`src/rtl/cpu16_config.svh`:
```
`ifndef CPU16_CONFIG_SVH
`define CPU16_CONFIG_SVH

//////////////////////////////////////////////////
// Datapath widths
//////////////////////////////////////////////////

// Data word, also the width of pc
`define CPU16_DATA_WIDTH 16

// Opcode, rd, rs and the immediate share this word
`define CPU16_INSTR_WIDTH 18

// Low bits of the instruction used as immediate or branch offset
`define CPU16_IMM_WIDTH 10

//////////////////////////////////////////////////
// Storage sizes
//////////////////////////////////////////////////

`define CPU16_REG_COUNT 16
`define CPU16_REG_SEL_WIDTH 4

// Word-addressed data RAM
`define CPU16_DMEM_DEPTH 256
`define CPU16_DMEM_ADDR_WIDTH $clog2(`CPU16_DMEM_DEPTH)

`endif

```
`src/rtl/regFile.sv`:
```
`timescale 1ns/1ps
`include "cpu16_config.svh"

module regFile (
	input  logic                            clk50Mhz,
	input  logic                            rstN,
	input  logic [`CPU16_REG_SEL_WIDTH-1:0] aSel,
	input  logic [`CPU16_REG_SEL_WIDTH-1:0] bSel,
	input  logic [`CPU16_REG_SEL_WIDTH-1:0] dest,
	input  logic [`CPU16_REG_SEL_WIDTH-1:0] dest2,
	input  logic                            wbEn,
	input  logic                            wb2En,
	input  logic [`CPU16_DATA_WIDTH-1:0]    wbData,
	input  logic [`CPU16_DATA_WIDTH-1:0]    wb2Data,
	output logic [`CPU16_DATA_WIDTH-1:0]    aVal,
	output logic [`CPU16_DATA_WIDTH-1:0]    bVal
);

	logic [`CPU16_DATA_WIDTH-1:0] regs [`CPU16_REG_COUNT];

	//////////////////////////////////////////////////
	// Read ports, combinational
	//////////////////////////////////////////////////
	assign aVal = regs[aSel];
	assign bVal = regs[bSel];

	//////////////////////////////////////////////////
	// Write ports
	//////////////////////////////////////////////////
	always_ff @(posedge clk50Mhz or negedge rstN) begin
		if (!rstN) begin
			for (int i = 0; i < `CPU16_REG_COUNT; i++)
				regs[i] <= '0;
		end else begin
			if (wbEn)
				regs[dest] <= wbData;
			// Second port last, so it wins on XCH of a register with itself
			if (wb2En)
				regs[dest2] <= wb2Data;
		end
	end

endmodule

```
`config.mk`:
```
export PLATFORM = sky130hd
export DESIGN_NAME = regFile
export DESIGN_NICKNAME = d
export VERILOG_FILES = /design/src/rtl/regFile.sv
export VERILOG_INCLUDE_DIRS = /design/src /design/src/rtl
export SDC_FILE = /design/constraint.sdc
export NUM_CORES = 1
export LEC_CHECK = 0
export CAP_MARGIN = 5
export CORE_MARGIN = 2
export CORE_UTILIZATION = 50
export DETAILED_ROUTE_END_ITERATION = 10
export DONT_BUFFER_PORTS = 1
export PLACE_DENSITY = 0.7
export SYNTH_ARGS = -nofsm -noshare
export SYNTH_HDL_FRONTEND = slang
export SYNTH_SLANG_ARGS = --single-unit
export TNS_END_PERCENT = 20
```
`constraint.sdc`:
```
create_clock -name clk50Mhz -period 2.2 [get_ports clk50Mhz]
set_input_delay 0.22 -clock clk50Mhz [delete_from_list [all_inputs] [get_ports clk50Mhz]]
set_output_delay 0.22 -clock clk50Mhz [all_outputs]
set_load 0.02 [all_outputs]
```
== Word-level counts from Yosys, hierarchy flattened ==
Index checks and enable logic that the tools add are counted.

* Magnitude comparators: 6
* Multiplexer cells: 14
* Bitwise logic cells: 4
* Reduce and logical (&&, ||, !) cells: 2

{| class="wikitable"
|+ Operators by type and width
! cell !! number
|-
| 256-bit bitwise mux || 2
|-
| 256-bit 2-to-1 mux || 2
|-
| 16-bit binary-select mux with 4-bit select || 2
|-
| 16-bit demux with 4-bit select || 2
|-
| 16-bit 2-to-1 mux || 6
|-
| 5-bit greater-or-equal comparator, second input constant || 4
|-
| 4-bit inverter with 5-bit output || 4
|-
| 5-bit by 1-bit less-than comparator with 1-bit output, second input constant || 2
|-
| 1-bit logical AND || 2
|}

* Register bits: 256
* Bits of input ports: 52
* Output and inout bits: 32
* Logic and storage cells: 42

== Logic depth before layout (Yosys ltp) ==
* Depth after elaboration: 9
* Mapped depth: 7
* Mapped depth without buffers: 3

== Least setup slack after synthesis ==
Ideal clock, no wire load.

* Path kind: in2out
* From: input aSel[0]
* To: output aVal[10]
* Arrival time: 1,594 ps
* Required time: 1,980 ps
* Setup slack: 386 ps
* Cell stages on the path: 5
* Buffers on the path: 2
* Path through: buf_2 -> buf_2 -> mux4_2 -> a22oi_1 -> nand2_1

* Word-level cells in the longest chain between the ends: 4

{| class="wikitable"
|+ Ends and longest elaborated chain
! what !! line !! source
|-
| start: declaration || regFile.sv:7 || <nowiki>input logic [`CPU16_REG_SEL_WIDTH-1:0] aSel,</nowiki>
|-
| 4-bit inverter with 5-bit output (not written as such) || regFile.sv:24 || <nowiki>assign aVal = regs[aSel];</nowiki>
|-
| 16-bit binary-select mux with 4-bit select || regFile.sv:24 ||
|-
| 16-bit 2-to-1 mux (not written as such) (2 in series) || regFile.sv:24 ||
|-
| end: declaration || regFile.sv:15 || <nowiki>output logic [`CPU16_DATA_WIDTH-1:0] aVal,</nowiki>
|}

Every way passes these cells. The select of a mux whose other input is x is not followed.

== Worst setup path in the final report ==
* From: register regs[3] (netlist bit)
* To: output aVal[3]

* Word-level cells in the longest chain between the ends: 3

{| class="wikitable"
|+ Ends and longest elaborated chain
! what !! line !! source
|-
| start: declaration || regFile.sv:19 || <nowiki>logic [`CPU16_DATA_WIDTH-1:0] regs [`CPU16_REG_COUNT];</nowiki>
|-
| start signal: indexed assignment || regFile.sv:36 || <nowiki>regs[dest] <= wbData;</nowiki>
|-
| start signal: indexed assignment || regFile.sv:39 || <nowiki>regs[dest2] <= wb2Data;</nowiki>
|-
| 16-bit binary-select mux with 4-bit select || regFile.sv:24 ||
|-
| 16-bit 2-to-1 mux (not written as such) (2 in series) || regFile.sv:24 ||
|}

Every way passes these cells. The select of a mux whose other input is x is not followed.

==> run summary <==
DR top layer - met5
Peak VDD IR - 0.670 mV
post-CTS setup buffers - 0
Leak - 6.19 nW
CTS buffer count - 29
sequential-to-total area share from yosys stat - 37.7%
final non-filler cell total - 2,181
first-pass iteration count of the detailed router - 9
proportion of layout cells with a drive suffix above 1 - 17.3%
main combinational cell family by area after synthesis - compound AO/OA/AOI/OAI gates
clock share of power - 31.3%
vias per std cell - 8.20
Total Power - 0.0168 W
Post-DRT Antenna Nets - 0
hold_buf cts - 49
Top-Level Pins - 84
DRT Wirelength - 72,000 um
biggest regs - regs: 256 flops
GRT Residual Overflow - 0
Rows - 67
gpl congestion - 0.971
ys flop type - dfrtp_1
wire length on met2 - 31,100 um
Max transition margin - 30.7%
largest net degree at the start of global routing - 257
Psw - 0.00555 W
CTS tree - built
biggest area consumer among synthesized cells - dfrtp_1
RSZ-0062 raised after global routing - yes
Iter 0 DRT Violations - 3,467
register with the most flip-flops - regs
XOR/XNOR Fraction of Synth Area - 0%
Slew Limit Fails - 0
Fillers - 2,946
root buffer cell - clkbuf_16
Nets - 1,760
Synth Area in Adders - 0%
die height - 188 um
design internal power - 0.0113 W
Worst Setup End Kind - output port
clock-pin slew of the registers on the worst-case setup and hold paths - 0.06 ns
maximum clock rate - 451 MHz
most frequent cell after synthesis - nand3_1
ys async rst share - 100%
CP Class - reg2out
startpoint types - register
clock skew - 0 ns
Die ar. - 0.0355 mm2
via count - 17.9k
first-pass GRT wire length - 109,000 um
IO buf count - 0
top cells by area in the synthesized netlist - dfrtp_1 (38%), mux4_2 (17%), a31oi_1 (9.4%)
CP max FO - 3
maximum buffer depth of the clock tree - 3
Placed Cells - 2,076
Period minus WS final - 2.22 ns
Net Sw Frac - 33.0%
Slew @ Worst Pin - 1.04 ns
met3 wire length - 11,700 um
Comb pwr share - 28.3%
DRC - 0
failing checks - hold timing, setup timing
H-tree depth - 1
Area Overhead vs Synth - 8.99%
GR Util All Layers - 40.2%
min setup slack post-route - -0.0188 ns
arrival time at the worst endpoint - 2.00 ns
Max Cap Viol - 0
post-DR wirelength/cell - 33.0 um
register bit total from synthesis - 256
Final Hold Fails - 256
final setup vio count - 2
Post-Syn Nets - 1,926
hold crit path type - in2async
number of global-route vias before repair - 17.5k
Core Footprint - 0.0335 mm2
most frequent cells after synthesis - nand3_1 (260), nor3_1 (257), a31oi_1 (256), dfrtp_1 (256), o21ai_0 (256)
outcome - finished, violations left
Final TNS setup - -0.0296 ns
CTS Sinks - 256
Detailed Place HPWL - 39,700 um
Syn. warnings - 0
synthesized area - 0.0170 mm2
worst slack, placed - 0.444 ns
library cells used by synthesis - 26
Post-Synth Simple-Gate Area - 18.3%
initial antenna violation count - 5
WHS - -0.631 ns
Synth Area in Compound Gates - 19.8%
Die W - 188 um
initial core utilization - 50.7%
Clk Latency, worst-skew pair - 0.56 ns
Flop pwr share - 40.4%
Cells after Synth - 1,874
met1 wire length - 23,800 um
Post-Syn Area per Cell - 9.07 um2
final cycle utilization of the critical path - 101%
Crit path required time - 1.98 ns
PD cells - 908 mW/mm2
number of flops mapped to enable cells by yosys - 0
Finished Core Util - 55.2%
post-synth top area share - 37.7%
post-synthesis mux area share - 17.0%
Largest register FFs - 256
-- stage by stage --
step	cell area (um2)	hold slack, ns
after detailed placement	16900	-0.0565
final	18500	-0.631
after global routing	18500	-0.650
after floorplan	17000	-0.0756
after CTS	18500	-0.645
after global placement	16900	-0.0569
-- per-layer routing --
layer / global-route usage [%] / vias up
met1: 51.9 / 8639
met2: 59.2 / 1854
li1: - / 6891
met4: 24.0 / 4
met3: 13.1 / 491
met5: 0 / -
-- layout by cell type (no fill, tap or decap), drive strengths merged, types with 18 or more instances in the layout --
| cell type | netlist | routed |
|---|---|---|
| a22oi | 64 | 64 |
| a31oi | 256 | 256 |
| buf | 75 | 60 |
| clkbuf | 231 | 43 |
| dfrtp | 256 | 256 |
| dlygate4sd3 | 0 | 49 |
| mux4 | 128 | 128 |
| nand2 | 35 | 35 |
| nand3 | 260 | 260 |
| nor3 | 257 | 257 |
| o21ai | 256 | 256 |
| or2 | 18 | 18 |
-- logic make-up after synthesis --
family | count (synthesis)
and+or+nand+nor | 608
AOI/OAI and AO/OA | 576
buffers and inverters | 306
DFF | 256
muxes | 128
-- critical path, cell delays in order, from the launching register on --
cell and delay [ns]:
dfrtp_1 0.40, mux4_2 0.55, a22oi_1 0.24, nand2_1 0.25
-- worst paths after layout --
kind,startpoint,endpoint,slack [ns],cells after the start
max in group asynchronous,rstN,regs[247],2.09,0
worst min-delay path,rstN,regs[161],-0.63,0
worst max-delay path,regs[3],aVal[3],-0.02,3
worst min register to register,regs[48],regs[48],0.58,2
worst max register to register,regs[255],regs[255],0.85,3
min in group clk50Mhz,wbEn,regs[96],0.08,3
-- layout make-up --
type	count	area [um2]	share of cell area, %
clock inverters	9	149	0.804
repair buffers	109	1010	5.44
diodes	4	10.0	0.0541
flip-flops and latches	256	6410	34.6
clock buffers	43	858	4.64
well taps	448	561	3.03
multi-input cells	1312	9530	51.4
-- power by group through the flow --
| stage | Sequential, W | Clock [W] | Combinational, W |
|---|---|---|---|
| finish | 0.00679 | 0.00526 | 0.00477 |
| global route | 0.00691 | 0.00540 | 0.00497 |
| CTS | 0.00672 | 0.00522 | 0.00453 |
| floorplan | 0.00647 | 0 | 0.00339 |
| detailed placement | 0.00679 | 0 | 0.00415 |
| global placement | 0.00669 | 0 | 0.00408 |
-- repair_timing --
| item | 4_1_cts | 5_1_grt |
|---|---|---|
| setup endpoints to repair | 11 | 16 |
| pin swaps | 1 | 2 |
| gates resized for setup | 17 | 15 |
| endpoints found under the hold margin | 512 | 256 |
Power figures use the tool's default switching activity.
