## src/rtl/cpu16_config.svh

```systemverilog
`ifndef CPU16_CONFIG_SVH
`define CPU16_CONFIG_SVH

//////////////////////////////////////////////////
// Datapath widths
//////////////////////////////////////////////////

// Data word, also the width of pc
`define CPU16_DATA_WIDTH 16

// Opcode, rd, rs and the immediate share this word
`define CPU16_INSTR_WIDTH 18

// Low bits of the instruction used as immediate or branch offset
`define CPU16_IMM_WIDTH 10

//////////////////////////////////////////////////
// Storage sizes
//////////////////////////////////////////////////

`define CPU16_REG_COUNT 16
`define CPU16_REG_SEL_WIDTH 4

// Word-addressed data RAM
`define CPU16_DMEM_DEPTH 256
`define CPU16_DMEM_ADDR_WIDTH $clog2(`CPU16_DMEM_DEPTH)

`endif

```

## src/rtl/cpu16Pkg.sv

```systemverilog
package cpu16Pkg;

	//////////////////////////////////////////////////
	// Instruction opcodes, bits 17:14
	//////////////////////////////////////////////////
	typedef enum logic [3:0] {
		opNop = 4'd0,
		opAdd = 4'd1,
		opSub = 4'd2,
		opAnd = 4'd3,
		opOr  = 4'd4,
		opXor = 4'd5,
		opShl = 4'd6,
		opXch = 4'd7,
		opMov = 4'd8,
		opLdi = 4'd9,
		opInc = 4'd10,
		opDec = 4'd11,
		opCmp = 4'd12,
		opLd  = 4'd13,
		opSt  = 4'd14,
		opBr  = 4'd15
	} opcode_e;

	// ALU operations; inc and dec only steer the flag logic
	typedef enum logic [3:0] {
		aluAdd,
		aluSub,
		aluAnd,
		aluOr,
		aluXor,
		aluShl,
		aluPass,
		aluInc,
		aluDec
	} aluOp_e;

	// Branch conditions carried in the rd field; other codes never branch
	typedef enum logic [3:0] {
		brAlways   = 4'd0,
		brZero     = 4'd1,
		brNotZero  = 4'd2,
		brCarry    = 4'd3,
		brNegative = 4'd4
	} brCond_e;

	// Source of the first write bus
	typedef enum logic [2:0] {
		wbAlu,
		wbInc,
		wbDec,
		wbMem,
		wbImm,
		wbB
	} wbSel_e;

	// Bit positions in the flag word
	localparam int FLAG_Z = 0;
	localparam int FLAG_N = 1;
	localparam int FLAG_C = 2;
	localparam int FLAG_V = 3;

endpackage

```

## src/rtl/instrDecode.sv

```systemverilog
`timescale 1ns/1ps
`include "cpu16_config.svh"

module instrDecode import cpu16Pkg::*; (
	input  logic [`CPU16_INSTR_WIDTH-1:0]   instrData,
	input  logic [3:0]                      flags,
	output aluOp_e                          aluOp,
	output logic [`CPU16_REG_SEL_WIDTH-1:0] aSel,
	output logic [`CPU16_REG_SEL_WIDTH-1:0] bSel,
	output logic [`CPU16_REG_SEL_WIDTH-1:0] dest,
	output logic [`CPU16_REG_SEL_WIDTH-1:0] dest2,
	output wbSel_e                          wbSel,
	output logic                            wbEn,
	output logic                            wb2En,
	output logic                            flagWrite,
	output logic                            stEn,
	output logic                            branchTaken,
	output logic [`CPU16_DATA_WIDTH-1:0]    imm
);

	opcode_e                       opcode;
	brCond_e                       cond;
	logic [`CPU16_IMM_WIDTH-1:0]   immField;
	logic                          condMet;

	// Field split
	assign opcode   = opcode_e'(instrData[17:14]);
	assign cond     = brCond_e'(instrData[13:10]);
	assign immField = instrData[`CPU16_IMM_WIDTH-1:0];

	// rd reads on port a, rs on port b; XCH writes rs back through port 2
	assign aSel  = instrData[13:10];
	assign bSel  = instrData[9:6];
	assign dest  = instrData[13:10];
	assign dest2 = instrData[9:6];

	// Branch offset is signed, LDI value is not
	assign imm = (opcode == opBr) ?
		{{(`CPU16_DATA_WIDTH-`CPU16_IMM_WIDTH){immField[`CPU16_IMM_WIDTH-1]}}, immField} :
		{{(`CPU16_DATA_WIDTH-`CPU16_IMM_WIDTH){1'b0}}, immField};

	//////////////////////////////////////////////////
	// Branch condition against the registered flags
	//////////////////////////////////////////////////
	always_comb begin
		case (cond)
			brAlways:   condMet = 1'b1;
			brZero:     condMet = flags[FLAG_Z];
			brNotZero:  condMet = ~flags[FLAG_Z];
			brCarry:    condMet = flags[FLAG_C];
			brNegative: condMet = flags[FLAG_N];
			default:    condMet = 1'b0;
		endcase
	end

	//////////////////////////////////////////////////
	// Opcode to control strobes
	//////////////////////////////////////////////////
	always_comb begin
		aluOp       = aluPass;
		wbSel       = wbAlu;
		wbEn        = 1'b0;
		wb2En       = 1'b0;
		flagWrite   = 1'b0;
		stEn        = 1'b0;
		branchTaken = 1'b0;

		case (opcode)
			opAdd, opSub, opAnd, opOr, opXor, opShl: begin
				case (opcode)
					opAdd:   aluOp = aluAdd;
					opSub:   aluOp = aluSub;
					opAnd:   aluOp = aluAnd;
					opOr:    aluOp = aluOr;
					opXor:   aluOp = aluXor;
					default: aluOp = aluShl;
				endcase
				wbEn      = 1'b1;
				flagWrite = 1'b1;
			end
			// Both ports write, rd gets rs and rs gets rd
			opXch: begin
				wbSel = wbB;
				wbEn  = 1'b1;
				wb2En = 1'b1;
			end
			opMov: begin
				wbSel = wbB;
				wbEn  = 1'b1;
			end
			opLdi: begin
				wbSel = wbImm;
				wbEn  = 1'b1;
			end
			opInc: begin
				aluOp     = aluInc;
				wbSel     = wbInc;
				wbEn      = 1'b1;
				flagWrite = 1'b1;
			end
			opDec: begin
				aluOp     = aluDec;
				wbSel     = wbDec;
				wbEn      = 1'b1;
				flagWrite = 1'b1;
			end
			// Subtract for flags only
			opCmp: begin
				aluOp     = aluSub;
				flagWrite = 1'b1;
			end
			opLd: begin
				wbSel = wbMem;
				wbEn  = 1'b1;
			end
			opSt:    stEn = 1'b1;
			opBr:    branchTaken = condMet;
			default: ;
		endcase
	end

endmodule

```

## config.mk

```make
export PLATFORM = sky130hd
export DESIGN_NAME = instrDecode
export DESIGN_NICKNAME = d
export VERILOG_FILES = /design/src/rtl/cpu16Pkg.sv /design/src/rtl/instrDecode.sv
export VERILOG_INCLUDE_DIRS = /design/src /design/src/rtl
export SDC_FILE = /design/constraint.sdc
export NUM_CORES = 1
export LEC_CHECK = 0
export ABC_AREA = 1
export ABC_CLOCK_PERIOD_IN_PS = 4550
export BUFFER_PORTS_ARGS = -buffer_cell sky130_fd_sc_hd__buf_2
export CAP_MARGIN = 40
export CORE_MARGIN = 8
export CORE_UTILIZATION = 35
export DETAILED_ROUTE_END_ITERATION = 12
export PLACE_DENSITY_LB_ADDON = 0.12
export REMOVE_ABC_BUFFERS = 1
export SLEW_MARGIN = 20
export SYNTH_ARGS = -nofsm -noshare
export SYNTH_HDL_FRONTEND = slang
export SYNTH_SLANG_ARGS = --single-unit
```

## constraint.sdc

```tcl
create_clock -name vclk -period 4.55
set_input_delay 1.1375 -clock vclk [all_inputs]
set_output_delay 1.1375 -clock vclk [all_outputs]
set_load 0.05 [all_outputs]
```

=== Yosys cells after proc, flatten, opt, wreduce, memory -nomap -nowiden ===
Cells that the tools add are included.

* Register bits after elaboration: 0
* Bits of input ports: 22
* Output and inout port bits: 44
* Word-level logic and storage cells: 35

* Equal/unequal tests: 19
* Muxes and demuxes: 10
* Reductions and logical operators: 5
* Bitwise logic cells: 1

{| class="wikitable"
|+ Operators with widths
! operator !! count
|-
| $eq 4x4->1 const B || 8
|-
| $pmux 3 s5 || 2
|-
| $eq 4x3->1 const B || 5
|-
| $eq 4x2->1 const B || 4
|-
| $mux 16 || 1
|-
| $pmux 4 s4 || 1
|-
| $reduce_or 12->1 || 1
|-
| $reduce_or 9->1 || 1
|-
| $eq 4x1->1 const B || 2
|-
| $reduce_or 6->1 || 1
|-
| $mux 1 || 5
|-
| $pmux 1 s5 || 1
|-
| $logic_not 4->1 || 1
|-
| $reduce_or 2->1 || 1
|-
| $not 1->1 || 1
|}

=== Longest topological paths before layout ===
* Depth after elaboration: 3
* Gate-level depth with buffers: 5
* Gate-level depth less buffers: 5

=== Least setup slack after synthesis ===
OpenSTA, ideal clock, no wires.

* Kind: input to output
* Start: input port instrData[15]
* End: output port imm[11]
* Path slack: 171 ps
* Arrival: 3,242 ps
* Required time: 3,413 ps
* Cell stages on the path: 4
* Path buffers: 2
* Cells stage by stage: buf_2 > nand2_4 > nor3b_1 > buf_4

* Word-level cells in the longest chain between the ends: 2

{| class="wikitable"
|+ Ends and longest elaborated chain
! element !! RTL line !! text
|-
| start: declaration || instrDecode.sv:5 || <nowiki>input logic [`CPU16_INSTR_WIDTH-1:0] instrData,</nowiki>
|-
| $eq 4x4->1 || instrDecode.sv:38 || <nowiki>assign imm = (opcode == opBr) ?</nowiki>
|-
| $mux 16 || instrDecode.sv:38 ||
|-
| end: declaration || instrDecode.sv:18 || <nowiki>output logic [`CPU16_DATA_WIDTH-1:0] imm</nowiki>
|}

Every way passes these cells.

=== Worst setup path in the final report ===
* Start: input port instrData[15]
* End: output port imm[15]

Same word-level chain as after synthesis.

==> impl_metrics.json <==
{
  "status": "finished clean",
  "rsz0062_at_grt": "false",
  "finalMaxSlewViolations": 0,
  "vias": 487,
  "die-width_um": 52.81,
  "crit_chain": "buf_2 > nand2_4 > nor3b_1 > buf_2",
  "ys_seq_area_share_pct": 0,
  "grt-ovfl-total": 0,
  "worstPathArrival_ns": 2.22,
  "crit_path_end_kind": "output pin",
  "fin_util_pct": 35.83,
  "track_usage_pct": 7.939,
  "io_pins": 66,
  "min_to": "imm[0]",
  "regArea_um2": 0,
  "p_per_area_nw_per_um2": 189.1,
  "initialDrtViolationCount": 15,
  "dpl.hpwl_mm": 1.111,
  "power_mw": 0.08705,
  "syn_avg_cell_area_um2": 5.783,
  "core_um2": 1285,
  "via_per_inst": 4.594,
  "post_cts_buffers": 0,
  "dieHeight_um": 52.81,
  "fp-row-count": 13,
  "max_freq_ghz": 0.2980,
  "hold_class": "in -> out",
  "ys_types": 19,
  "vdd_ir_drop_max_mv": 0.04964,
  "tightest_slew_ns": 0.4502,
  "clock_buffers": 0,
  "cts_resized": 0,
  "post_drt_wl_per_cell_um": 12.64,
  "syn_inst": 82,
  "critPathMaxFanout": 9,
  "dr.pass1.iters": 4,
  "sequential_cell_total": 0,
  "max_stage_delay_ns": 0.42,
  "yosysWarnings": 0,
  "report.final.hold_viol_count": 0,
  "antenna_found_initial": 0,
  "finalSetupViolations": 0,
  "wl_mm": 1.340,
  "cp_common_cell": "buf_2",
  "post-route-drc-count": 0,
  "fillers": 148,
  "slew_headroom_pct": 69.92,
  "place_congestion": 0.7381,
  "start_kind": "input port",
  "drv_cap": 0,
  "post-route-min-period_ns": 3.356,
  "grt_pass1_vias": 407,
  "syn-cell-area_um2": 474.2,
  "hp-start": "instrData[0]",
  "fin_crit_sh_pct": 73.76,
  "io_buffers": 41,
  "cts_hold_buf": 0,
  "grt_pass1_wl_mm": 1.835,
  "syn_to_final_growth_pct": -2.902,
  "min_path_cells": 0,
  "grt_start_max_net_pins": 10,
  "multi_input_area_um2": 202.7,
  "leakage_nw": 0.3155,
  "synth_largest_area_cell": "buf_4",
  "synth_top_area_share_pct": 49.08,
  "dieArea_um2": 2789,
  "required_ns": 3.41,
  "ant_nets": 0,
  "start_util_pct": 36.90,
  "synth_area_leaders": "buf_4 (49%), nand2_1 (15%), inv_1 (5.5%), nor2_1 (4.0%), nand3_1 (3.2%)",
  "critical_path_class": "in -> out",
  "nets": 115,
  "drive_above_1_share_pct": 50.55,
  "antenna_cells": 0,
  "slowest_stage": "nor3b_1"
}
[logic make-up (layout without fill, tap and decap cells)]
| family | Yosys count | in the layout | synth area share (%) |
|---|---|---|---|
| AO/OA/AOI/OAI | 8 | 8 | 11.08 |
| XOR/XNOR | 1 | 1 | 1.847 |
| buffers and inverters | 41 | 50 | 57.26 |
| AND/OR/NAND/NOR | 32 | 32 | 29.82 |
[critical path: cells and delay by family]
| family | cells | cell delay [ns] |
|---|---|---|
| buffers and inverters | 2 | 0.54 |
| AND/OR/NAND/NOR | 2 | 0.53 |
[area by class of cell]
type	instances	share of cell area (%)
Multi-Input combinational cell	41	44.02
Timing Repair Buffer	41	44.57
Inverter	9	7.337
Tap cell	15	4.076
[power by group]
part           switching [mW]  leakage [nW]  total [mW]  internal, mW
Clock                       0             0           0             0
Combinational          0.0681         0.316      0.0871        0.0189
Sequential                  0             0           0             0
Total                  0.0681         0.316      0.0871        0.0189
[stage by stage]
step / worst slack (ns) / instances / TNS, ns / cell area [µm²] / hold slack [ns]
2_1_floorplan: -4.200 / 50 / -25.20 / 236.5 / 2.275
3_3_place_gp: 1.207 / 106 / 0 / 460.4 / 2.276
3_5_place_dp: 1.169 / 106 / 0 / 460.4 / 2.276
4_1_cts: 1.170 / 106 / 0 / 460.4 / 2.276
5_1_grt: 1.025 / 106 / 0 / 460.4 / 2.275
6_report: 1.194 / 106 / 0 / 460.4 / 2.275
[synth_stat cells]
cell type,number
o21ai_0,1
nor3b_1,1
nand2_2,1
a31oi_1,1
xor2_1,1
inv_2,2
buf_2,1
nand3_1,3
nand2_4,1
nor3_1,1
a21oi_2,1
o22ai_1,2
a21oi_1,1
nand4_1,1
nor2_1,5
o211ai_1,2
inv_1,7
nand2_1,19
buf_4,31
[worst max-delay path by stage]
| stage | from | to | cells past startpoint |
|---|---|---|---|
| after floorplan | instrData[16] | imm[10] | 2 |
| after global placement | instrData[15] | imm[12] | 4 |
| after detailed placement | instrData[15] | imm[15] | 4 |
| after CTS | instrData[15] | imm[15] | 4 |
| after global routing | instrData[15] | imm[12] | 4 |
| final | instrData[15] | imm[15] | 4 |
[per-layer routing]
metal / GRT usage (%) / part of all wire, % / vias to the layer above
li1: - / - / 246
met4: 0 / 0 / 0
met3: 7.102 / 21 / 0
met1: 9.494 / 40 / 195
met5: 0 / 0 / -
met2: 10.94 / 39 / 46
[cells in the final DEF (no fill, tap or decap), types with 2 or more instances in the layout]
cell      netlist  routed
nor2_1          5       5
o22ai_1         2       2
buf_2           1      41
inv_2           2       2
nand3_1         3       3
nand2_1        19      19
o211ai_1        2       2
inv_1           7       7
No activity file was read; power rests on OpenSTA's default activity.
