File: src/rtl/cpu16_config.svh
`ifndef CPU16_CONFIG_SVH
`define CPU16_CONFIG_SVH

//////////////////////////////////////////////////
// Datapath widths
//////////////////////////////////////////////////

// Data word, also the width of pc
`define CPU16_DATA_WIDTH 16

// Opcode, rd, rs and the immediate share this word
`define CPU16_INSTR_WIDTH 18

// Low bits of the instruction used as immediate or branch offset
`define CPU16_IMM_WIDTH 10

//////////////////////////////////////////////////
// Storage sizes
//////////////////////////////////////////////////

`define CPU16_REG_COUNT 16
`define CPU16_REG_SEL_WIDTH 4

// Word-addressed data RAM
`define CPU16_DMEM_DEPTH 256
`define CPU16_DMEM_ADDR_WIDTH $clog2(`CPU16_DMEM_DEPTH)

`endif

File: src/rtl/cpu16Pkg.sv
package cpu16Pkg;

	//////////////////////////////////////////////////
	// Instruction opcodes, bits 17:14
	//////////////////////////////////////////////////
	typedef enum logic [3:0] {
		opNop = 4'd0,
		opAdd = 4'd1,
		opSub = 4'd2,
		opAnd = 4'd3,
		opOr  = 4'd4,
		opXor = 4'd5,
		opShl = 4'd6,
		opXch = 4'd7,
		opMov = 4'd8,
		opLdi = 4'd9,
		opInc = 4'd10,
		opDec = 4'd11,
		opCmp = 4'd12,
		opLd  = 4'd13,
		opSt  = 4'd14,
		opBr  = 4'd15
	} opcode_e;

	// ALU operations; inc and dec only steer the flag logic
	typedef enum logic [3:0] {
		aluAdd,
		aluSub,
		aluAnd,
		aluOr,
		aluXor,
		aluShl,
		aluPass,
		aluInc,
		aluDec
	} aluOp_e;

	// Branch conditions carried in the rd field; other codes never branch
	typedef enum logic [3:0] {
		brAlways   = 4'd0,
		brZero     = 4'd1,
		brNotZero  = 4'd2,
		brCarry    = 4'd3,
		brNegative = 4'd4
	} brCond_e;

	// Source of the first write bus
	typedef enum logic [2:0] {
		wbAlu,
		wbInc,
		wbDec,
		wbMem,
		wbImm,
		wbB
	} wbSel_e;

	// Bit positions in the flag word
	localparam int FLAG_Z = 0;
	localparam int FLAG_N = 1;
	localparam int FLAG_C = 2;
	localparam int FLAG_V = 3;

endpackage

File: src/rtl/aluExecute.sv
`timescale 1ns/1ps
`include "cpu16_config.svh"

module aluExecute import cpu16Pkg::*; (
	input  logic                         clk50Mhz,
	input  logic                         rstN,
	input  logic [`CPU16_DATA_WIDTH-1:0] aVal,
	input  logic [`CPU16_DATA_WIDTH-1:0] bVal,
	input  aluOp_e                       aluOp,
	input  logic                         flagWrite,
	output logic [`CPU16_DATA_WIDTH-1:0] aluResult,
	output logic [`CPU16_DATA_WIDTH-1:0] incResult,
	output logic [`CPU16_DATA_WIDTH-1:0] decResult,
	output logic [3:0]                   flags
);

	localparam int MSB = `CPU16_DATA_WIDTH - 1;

	logic [`CPU16_DATA_WIDTH:0] sumWide;
	logic [`CPU16_DATA_WIDTH:0] diffWide;
	logic [`CPU16_DATA_WIDTH:0] incWide;
	logic [`CPU16_DATA_WIDTH:0] decWide;
	logic                       carry;
	logic                       overflow;
	logic [3:0]                 flagsNext;

	// Extra top bit gives carry out, or borrow for the subtractors
	assign sumWide  = {1'b0, aVal} + {1'b0, bVal};
	assign diffWide = {1'b0, aVal} - {1'b0, bVal};
	assign incWide  = {1'b0, bVal} + 1'b1;
	assign decWide  = {1'b0, bVal} - 1'b1;

	assign incResult = incWide[MSB:0];
	assign decResult = decWide[MSB:0];

	//////////////////////////////////////////////////
	// Operation, carry and overflow
	//////////////////////////////////////////////////
	always_comb begin
		aluResult = bVal;
		carry     = 1'b0;
		overflow  = 1'b0;
		case (aluOp)
			aluAdd: begin
				aluResult = sumWide[MSB:0];
				carry     = sumWide[MSB+1];
				overflow  = (aVal[MSB] == bVal[MSB]) && (aluResult[MSB] != aVal[MSB]);
			end
			aluSub: begin
				aluResult = diffWide[MSB:0];
				carry     = diffWide[MSB+1];
				overflow  = (aVal[MSB] != bVal[MSB]) && (aluResult[MSB] != aVal[MSB]);
			end
			aluAnd: aluResult = aVal & bVal;
			aluOr:  aluResult = aVal | bVal;
			aluXor: aluResult = aVal ^ bVal;
			// Shift operand is rs, the bit out lands in carry
			aluShl: begin
				aluResult = {bVal[MSB-1:0], 1'b0};
				carry     = bVal[MSB];
			end
			aluInc: begin
				aluResult = incResult;
				carry     = incWide[MSB+1];
				overflow  = ~bVal[MSB] & incResult[MSB];
			end
			aluDec: begin
				aluResult = decResult;
				carry     = decWide[MSB+1];
				overflow  = bVal[MSB] & ~decResult[MSB];
			end
			default: aluResult = bVal;
		endcase
	end

	always_comb begin
		flagsNext         = '0;
		flagsNext[FLAG_Z] = (aluResult == '0);
		flagsNext[FLAG_N] = aluResult[MSB];
		flagsNext[FLAG_C] = carry;
		flagsNext[FLAG_V] = overflow;
	end

	// Flag register
	always_ff @(posedge clk50Mhz or negedge rstN) begin
		if (!rstN)
			flags <= '0;
		else if (flagWrite)
			flags <= flagsNext;
	end

endmodule

File: config.mk
export PLATFORM = sky130hd
export DESIGN_NAME = aluExecute
export DESIGN_NICKNAME = d
export VERILOG_FILES = /design/src/rtl/cpu16Pkg.sv /design/src/rtl/aluExecute.sv
export VERILOG_INCLUDE_DIRS = /design/src /design/src/rtl
export SDC_FILE = /design/constraint.sdc
export NUM_CORES = 1
export LEC_CHECK = 0
export ABC_AREA = 0
export BUFFER_PORTS_ARGS = -buffer_cell sky130_fd_sc_hd__buf_2
export CORE_MARGIN = 10
export CORE_UTILIZATION = 62
export CTS_BUF_LIST = sky130_fd_sc_hd__clkbuf_16
export DETAILED_ROUTE_END_ITERATION = 8
export PLACE_DENSITY = 0.9
export SLEW_MARGIN = 10
export SYNTH_ARGS = -nofsm -noshare
export SYNTH_HDL_FRONTEND = slang
export SYNTH_SLANG_ARGS = --single-unit
File: constraint.sdc
create_clock -name clk50Mhz -period 6.47 [get_ports clk50Mhz]
set_input_delay 0.3235 -clock clk50Mhz [delete_from_list [all_inputs] [get_ports clk50Mhz]]
set_output_delay 0.3235 -clock clk50Mhz [all_outputs]
set_load 0.02 [all_outputs]
Word level (Yosys, flattened, before mapping)
Cells that the tools add are included.
{ "op_classes": {"n_addsub": 4, "n_reduce_logical": 4, "bitwise_logic": 7, "eq_ne": 11, "mux": 3} }
{ "ops": {"columns": ["operator", "n"], "rows": [
  ["16-bit one-hot mux with 8 select lines", 1],
  ["16-bit by 1-bit adder with 17-bit output, second input constant", 1],
  ["16-bit by 16-bit adder with 17-bit output", 1],
  ["16-bit by 1-bit subtractor with 17-bit output, second input constant", 1],
  ["16-bit by 16-bit subtractor with 17-bit output", 1],
  ["16-bit AND", 1],
  ["16-bit zero test", 1],
  ["16-bit OR", 1],
  ["16-bit XOR", 1],
  ["4-bit by 3-bit equality test with 1-bit output, second input constant", 3],
  ["4-bit by 2-bit equality test with 1-bit output, second input constant", 2],
  ["1-bit one-hot mux with 5 select lines", 1],
  ["4-bit by 1-bit equality test with 1-bit output, second input constant", 1],
  ["4-bit equality test, second input constant", 1],
  ["4-bit zero test", 1],
  ["1-bit one-hot mux with 4 select lines", 1],
  ["1-bit inequality test", 3],
  ["1-bit AND", 2],
  ["1-bit logical AND", 2],
  ["1-bit NOT", 2],
  ["1-bit equality test", 1]
]} }
{ "totals": {"out_inout_bits": 52, "regBits": 4, "elab_cells": 30, "input_bits": 39} }

Longest topological paths before layout
Gate-level depths: netlist of run 1.
{ "depth": {"depth_word": 4, "mapped_depth": 13, "ltp_nobuf": 12} }

Worst setup path before layout of run 1
No wires, ideal clock.
{ "synth_path": {"path_kind": "input to register", "from": "in bVal[0]", "to": "reg flags[0]", "slack_ps": 3080, "arrival_ps": 3298, "cell_stages": 11, "required_time_ps": 6378, "n_path_buf": 0, "setup_ps": 92, "cell_sequence": "inv_1 > ha_1 > or4b_4 > or3_4 > nor3_4 > nand3_1 > xnor2_1 > a221o_1 > o32a_2 > nand4bb_1 > o31ai_2"} }
{ "synth_between": {"elab_chain_cells": 3, "word_cells_on_any_way": 9, "classes_between": "add/sub: 4; mux: 1; bitwise: 3; reduce/logical: 1"} }
{ "synth_lines": {"columns": ["item", "line_no", "rtl"], "rows": [
  ["start, declared", "aluExecute.sv:8", "input logic [`CPU16_DATA_WIDTH-1:0] bVal,"],
  ["16-bit by 1-bit subtractor with 17-bit output", "aluExecute.sv:31", "assign decWide = {1'b0, bVal} - 1'b1;"],
  ["named net decResult[14]", "aluExecute.sv:13", "output logic [`CPU16_DATA_WIDTH-1:0] decResult,"],
  ["16-bit one-hot mux with 8 select lines", "aluExecute.sv:43", "case (aluOp)"],
  ["named net aluResult[14]", "aluExecute.sv:11", "output logic [`CPU16_DATA_WIDTH-1:0] aluResult,"],
  ["16-bit zero test", "aluExecute.sv:78", "flagsNext[FLAG_Z] = (aluResult == '0);"],
  ["end signal, assigned", "aluExecute.sv:89", "flags <= flagsNext;"],
  ["end, declared", "aluExecute.sv:14", "output logic [3:0] flags"]
]} }
The timed path passes the listed nets, and every way through them passes these cells.
A chain may end at the register's enable or synchronous reset.

Final worst setup path of run 1
{ "layout_path": {"from": "in bVal[2]", "to": "out aluResult[15]"} }
{ "layout_between": {"elab_chain_cells": 2, "word_cells_on_any_way": 5, "classes_between": "add/sub: 4; mux: 1"} }
{ "layout_lines": {"columns": ["item", "line_no"], "rows": [
  ["16-bit by 1-bit subtractor with 17-bit output (tied with other cells)", "aluExecute.sv:31"],
  ["16-bit one-hot mux with 8 select lines *", "aluExecute.sv:43"],
  ["end, declared", "aluExecute.sv:11"]
]} }
Every way passes the cells marked *; elsewhere a longest branch is shown, timed or not.

==> flow_metrics.tcl, run 1 <==
set metrics [dict create \
    hpwlAfterDp_um 12200 \
    via_per_inst 7.15 \
    crit_family "compound AO/OA/AOI/OAI gates" \
    synth_edf_count 0 \
    startpoint_type "primary input" \
    yosys_warnings 0 \
    diodes 0 \
    multi_input_area_mm2 0.00356 \
    die_w_um 102 \
    drive_above_1_share_pct 20.7 \
    startpoint "bVal[2]" \
    regArea_um2 100 \
    clock-sinks 4 \
    critPathRequiredTime_ns 6.15 \
    clk_latency_ns 0.22 \
    cts.repair.resized 0 \
    vias 5077 \
    grt_overflow 0 \
    top_usage_layer "met2" \
    synth_seq_cells 4 \
    met3_usage_pct 6.47 \
    design.core.area_mm2 0.00639 \
    ys_types 84 \
    ios 91 \
    grt_util_met2_pct 45.3 \
    use_met1_pct 38.6 \
    rows 29 \
    final_cell_mix "buf_2, nor2_1, ha_1, inv_1, a21oi_1" \
    final_common_cell "buf_2" \
    avgSynthCellArea_um2 7.06 \
    finalMaxSlewViolations 0 \
    fin_crit_sh_pct 60.5 \
    rsz0062_at_grt "false" \
    power.leakage_nw 1.99 \
    fmax_mhz 255 \
    clock_path_buffers 2 \
    min_from "flagWrite" \
    reg2reg_depth 1 \
    syn_nets 679 \
    grt_max_degree 50 \
    routed_wl_um 16000 \
    drc 0 \
    cts_root_buffer "clkbuf_16" \
    largestRegisters "flags (4)" \
    crit_slowest_cell "o41ai_2" \
    antenna_found_initial 0 \
    max_slew_margin_pct 31.6 \
    drt_iter0_drc 629 \
    final_hold_viol_count 0 \
    start_util_pct 64.5 \
    port_buffers 90 \
    clk_pin_slew_ns 0.03 \
    arrival_ns 3.59 \
    synth.yosys.seq_area_share_pct 2.43 \
    setup_viol 0 \
    powerDensity_mw_per_mm2 114 \
    path_buf_inv 3 \
    dieArea_mm2 0.0103 \
    fin_crit_ns 3.92 \
    path_cells "buf_2 -> inv_1 -> ha_1 -> nor3_1 -> o31ai_1 -> a21oi_1 -> o41ai_2 -> o31a_1 -> o31ai_1 -> o31ai_1 -> buf_2" \
    synthCells 584 \
    regMostFlops "flags" \
    worst_slew_pin_slew_ns 1.02 \
    drt-wirelength-per-cell_um 22.6 \
    synth_area_mm2 0.00412 \
    postRouteAntennaNets 0 \
    ys_async_sr_fraction_pct 100 \
    numCtsBuffers 3 \
    final.setup.tns_ns 0 \
    fin_util_pct 70.7 \
    rr_startpoint "flags[1]$_DFFE_PN0P_" \
    grt_pass1_wl_um 24800 \
    criticalPathCategory "in2out" \
    hp-class "in2reg" \
    fp.dieH_um 102 \
    ir_drop_mv 0.222 \
    largest_reg_flops 4 \
    grt_usage_pct 29.2 \
    endpoint_kind "output pin" \
    cts_tree "done" \
    fin_skew_ns 0 \
    area_delta_synth_final_pct 9.53 \
    whs_endpoint "flags[2]$_DFFE_PN0P_" \
    first_global_vias 4732 \
    min_path_cells 2 \
    crit_path_max_incr_delay_ns 0.53 \
    synth_flop_cell "dfrtp_1" \
    rr_endpoint "flags[1]$_DFFE_PN0P_" \
    cp_max_fo 12 \
    fillCellCount 567 \
    h-tree-depth 1 \
    num-nets-final 730 \
    status "completed" \
    gp_congestion 1.04 \
    crit_top_cell "o31ai_1" \
    r2r_slack_ns 5.68 \
    drv_cap 0 \
    drt_pass1_iterations 7 \
]
-- cells in the mapped netlist, types with 5 or more instances --
library cell / number / share of area (%)
and3_1: 5 / 0.76
o211ai_1: 8 / 1.5
a21o_1: 5 / 0.91
a21oi_1: 36 / 4.4
buf_4: 7 / 1.3
nand2b_1: 7 / 1.1
o31ai_1: 7 / 1.3
a32oi_1: 6 / 1.3
nand3_1: 18 / 2.2
a221o_1: 6 / 1.5
a211oi_1: 7 / 1.3
a2bb2oi_1: 5 / 1.1
ha_1: 54 / 16
and2_1: 6 / 0.91
nor4_1: 8 / 1.2
a22oi_1: 6 / 1.1
buf_2: 12 / 1.5
nand4_1: 5 / 0.76
o21ai_0: 30 / 3.6
a31oi_1: 6 / 0.91
nor2b_1: 7 / 1.1
nor3_1: 18 / 2.2
a221oi_1: 11 / 2.3
nor2_1: 55 / 5.0
buf_6: 8 / 2.2
mux2i_1: 6 / 1.5
inv_1: 48 / 4.4
xnor2_1: 30 / 6.4
clkbuf_1: 20 / 1.8
nand2_1: 31 / 2.8
-- stage by stage --
step / power (W) / hold WS (ns) / area (um^2) / std cells / setup WS (ns)
after floorplan: 0.000299 / 0.0279 / 4120 / 584 / 3.08
after global placement: 0.000401 / 0.129 / 4430 / 706 / 2.71
after global routing: 0.000545 / 0.427 / 4510 / 710 / 2.45
after detailed placement: 0.000405 / 0.130 / 4430 / 706 / 2.55
after CTS: 0.000504 / 0.413 / 4510 / 710 / 2.65
final: 0.000516 / 0.422 / 4510 / 710 / 2.55
-- cell families (layout without fill, tap and decap cells) --
logic type               count (synthesis)  in the layout  share of synthesized area [%]
multiplexers                             8              8                           2.00
AO/OA/AOI/OAI                          188            188                           33.2
buffers and inverters                  100            149                           12.1
XOR/XNOR                                32             32                           6.80
flip-flops                               4              4                           2.43
adder cells (fa/ha/maj)                 56             56                           17.4
AND/OR/NAND/NOR                        196            196                           26.2
-- report_power, final --
group	internal (W)	total (W)	switching, W
clock	0.0000789	0.0000959	0.0000170
combinational	0.000135	0.000391	0.000255
sequential	0.0000275	0.0000289	0.00000148
-- how the worst max path moves through the flow --
stage	endpoint	slack (ns)	depth (start not counted)
after floorplan	flags[0]$_DFFE_PN0P_	3.08	11
after global placement	flags[0]$_DFFE_PN0P_	2.71	10
after detailed placement	flags[0]$_DFFE_PN0P_	2.55	10
after CTS	aluResult[15]	2.65	11
after global routing	aluResult[15]	2.45	11
final	aluResult[15]	2.55	11
-- final cells by class --
class / count / share of cell area, %
flip-flops and latches: 4 / 2.22
multi-input cells: 480 / 78.9
repair buffers: 95 / 10.9
clock buffers: 3 / 1.66
well taps: 77 / 2.13
inverters: 51 / 4.24
-- what timing repair did --
| action | CTS | global route |
|---|---|---|
| hold buffers | 1 | 0 |
| endpoints found under the hold margin | 4 | 0 |
| setup buffers | 0 | 0 |
-- metal layers --
layer  share of wire (%)  wire [um]  up-vias
li1                    -          -     2252
met1                  38       6100     2309
met2                  45       7140      438
met3                  14       2190       78
met4                 3.8        602        0
met5                   0          0        -
No activity file was read; power rests on OpenSTA's default activity.
==> inputs of run 2 (changes only) <==
--- a/config.mk
+++ b/config.mk
@@ -6,13 +6,13 @@
 export SDC_FILE = /design/constraint.sdc
 export NUM_CORES = 1
 export LEC_CHECK = 0
-export ABC_AREA = 0
+export ABC_AREA = 1
 export BUFFER_PORTS_ARGS = -buffer_cell sky130_fd_sc_hd__buf_2
 export CORE_MARGIN = 10
-export CORE_UTILIZATION = 62
+export CORE_UTILIZATION = 58
 export CTS_BUF_LIST = sky130_fd_sc_hd__clkbuf_16
 export DETAILED_ROUTE_END_ITERATION = 8
-export PLACE_DENSITY = 0.9
+export PLACE_DENSITY = 0.83
 export SLEW_MARGIN = 10
 export SYNTH_ARGS = -nofsm -noshare
 export SYNTH_HDL_FRONTEND = slang
==> constraint.sdc (replaced) <==
create_clock -name clk50Mhz -period 3.9 [get_ports clk50Mhz]
set_input_delay 0.195 -clock clk50Mhz [delete_from_list [all_inputs] [get_ports clk50Mhz]]
set_output_delay 0.195 -clock clk50Mhz [all_outputs]
set_load 0.02 [all_outputs]
==> flow_metrics.tcl, run 2 <==
set metrics [dict create \
    status "completed" \
    antenna_found_initial 0 \
    numCtsBuffers 3 \
    drt-wirelength-per-cell_um 15.7 \
    final_common_cell "nand2_1" \
    finalMaxSlewViolations 0 \
    synth_seq_cells 4 \
    area_delta_synth_final_pct 11.9 \
    endpoint_kind "output pin" \
    grt_usage_pct 28.7 \
    synth_flop_cell "dfrtp_1" \
    placed_area_mm2 0.00508 \
    drt_pass1_iterations 6 \
    clk_latency_ns 0.22 \
    worst_slew_pin_slew_ns 0.583 \
    clock_path_buffers 2 \
    grt_overflow 0 \
    synthCells 944 \
    port_buffers 90 \
    drt_iter0_drc 691 \
    finalInstanceArea_mm2 0.00516 \
    setup_viol 0 \
    use_met1_pct 38.1 \
    powerDensity_mw_per_mm2 171 \
    critPathRequiredTime_ns 3.70 \
    start_util_pct 59.7 \
    synth_area_leaders "nand2_1, ha_1, nand3_1" \
    drc 0 \
    avgSynthCellArea_um2 4.89 \
    fmax_mhz 371 \
    met3_usage_pct 4.25 \
    drive_above_1_share_pct 11.3 \
    synth_common_cells "nand2_1, inv_1, nand3_1" \
    regMostFlops "flags" \
    synth.top_cell.area_share_pct 26.5 \
    fp.dieH_um 109 \
    rr_endpoint "flags[3]$_DFFE_PN0P_" \
    startpoint "bVal[0]" \
    drv_cap 0 \
    fin_skew_ns 0 \
    grt_util_met2_pct 45.9 \
    cts_tree "done" \
    fillCellCount 794 \
    largestRegisters "flags (4)" \
    fin_crit_sh_pct 69.2 \
    h-tree-depth 1 \
    synth_top_area_cell "nand2_1" \
    startpoint_type "primary input" \
    via_per_inst 5.61 \
    cts_root_buffer "clkbuf_16" \
    yosys_warnings 0 \
    cp_max_fo 8 \
    endpoint "aluResult[15]" \
    final.setup.tns_ns 0 \
    arrival_ns 2.50 \
    design.core.area_mm2 0.00773 \
    vias 6256 \
    dieArea_mm2 0.0119 \
    num-nets-final 1111 \
    grt_pass1_wl_um 28000 \
    routed_wl_um 17600 \
    clock-sinks 4 \
    r2r_slack_ns 3.24 \
    rows 32 \
    reg2reg_depth 2 \
    hpwlAfterDp_um 14400 \
    first_global_vias 5704 \
    final_hold_viol_count 0 \
    diodes 0 \
    clk_pin_slew_ns 0.03 \
    postRouteAntennaNets 0 \
    max_slew_margin_pct 61.0 \
    fin_crit_ns 2.70 \
    cts_setup_buffers 0 \
    criticalPathCategory "in2out" \
    largest_reg_flops 4 \
    ys_async_sr_fraction_pct 100 \
    final_cell_mix "nand2_1, inv_1, nand3_1, nor2_1, buf_2" \
    hp-class "in2reg" \
    gp_congestion 1.03 \
    top_usage_layer "met2" \
    ys_types 33 \
    power.leakage_nw 3.15 \
    rr_startpoint "flags[3]$_DFFE_PN0P_" \
    synth.yosys.seq_area_share_pct 2.17 \
    syn_nets 1039 \
    ios 91 \
    rsz0062_at_grt "false" \
    ir_drop_mv 0.0994 \
    synth_edf_count 0 \
    synth_area_mm2 0.00461 \
    grt_max_degree 21 \
    die_w_um 109 \
    synth.most_common_cell "nand2_1" \
]
==> run 2: cell count changes after synthesis, moves of 10 or more <==
| cell | delta |
|---|---|
| nand4_1 | +13 |
| a221oi_1 | -11 |
| buf_2 | +10 |
| nand2_1 | +295 |
| nor2_1 | +62 |
| clkbuf_1 | -18 |
| xnor2_1 | -29 |
| a21oi_1 | -13 |
| inv_1 | +111 |
| nand3_1 | +109 |
==> run 2: area by class of cell <==
type / instances / area [um^2] / area share [%]
inverters: 163 / 612 / 11.9
well taps: 102 / 128 / 2.47
repair buffers: 98 / 513 / 9.94
multi-input cells: 746 / 3730 / 72.3
clock buffers: 3 / 75.1 / 1.45
flip-flops and latches: 4 / 100 / 1.94
==> run 2: per-layer routing <==
metal | up-vias | wire (um) | share of wire (%)
met1 | 2744 | 7260 | 41
met5 | - | 0 | 0
met3 | 43 | 1900 | 11
li1 | 3081 | - | -
met4 | 0 | 577 | 3.3
met2 | 388 | 7820 | 45
==> run 2: where the power goes <==
| part | switching, W | internal [W] |
|---|---|---|
| clock network | 0.0000290 | 0.000131 |
| registers | 0.00000134 | 0.0000444 |
| logic | 0.000476 | 0.000201 |
| total | 0.000506 | 0.000376 |
==> run 2: repair_timing <==
item,4_1_cts,5_1_grt
hold buffers,1,0
gates resized for setup,0,0
hold endpoints to repair,4,0
==> run 2: logic make-up after synthesis <==
logic type	Yosys count	share of synthesized area (%)
AND/OR/NAND/NOR	621	57.0
flip-flops	4	2.17
XOR/XNOR	5	0.949
buffers and inverters	194	16.9
adder cells (fa/ha/maj)	56	15.5
AO/OA/AOI/OAI	64	7.43
==> run 2: worst max-delay path, cell delays in order <==
cell     delay [ns]
buf_2          0.16
inv_1          0.21
nand2_1        0.16
nor2_1         0.32
nand3_1        0.17
nor2_1         0.12
ha_1           0.24
nand2_1        0.07
nand2_1        0.05
nor2_1         0.07
nand2_1        0.06
nor2_2         0.14
nand2_1        0.08
nor2_1         0.10
nand2_1        0.06
nand2_1        0.09
inv_1          0.04
buf_2          0.15
==> run 2: how the worst min path moves through the flow <==
stage	slack [ns]	cells past startpoint	startpoint	to
finish	0.31	3	flagWrite	flags[2]$_DFFE_PN0P_
detailed placement	0.003	1	rstN	flags[2]$_DFFE_PN0P_
floorplan	-0.10	0	rstN	flags[0]$_DFFE_PN0P_
CTS	0.30	3	flagWrite	flags[2]$_DFFE_PN0P_
global route	0.33	2	rstN	flags[3]$_DFFE_PN0P_
global placement	0.004	1	rstN	flags[2]$_DFFE_PN0P_
==> run 2: metrics by stage <==
step | hold WS [ns] | total power, W | instances | setup WS (ns) | util (%)
floorplan | -0.101 | 0.000505 | 944 | 1.58 | -
global placement | 0.00367 | 0.000697 | 1112 | 1.31 | 65.7
detailed placement | 0.00263 | 0.000701 | 1112 | 1.27 | 65.7
CTS | 0.297 | 0.000866 | 1116 | 1.25 | 66.8
global route | 0.333 | 0.000955 | 1116 | 0.952 | 66.8
finish | 0.310 | 0.000883 | 1116 | 1.20 | 66.8
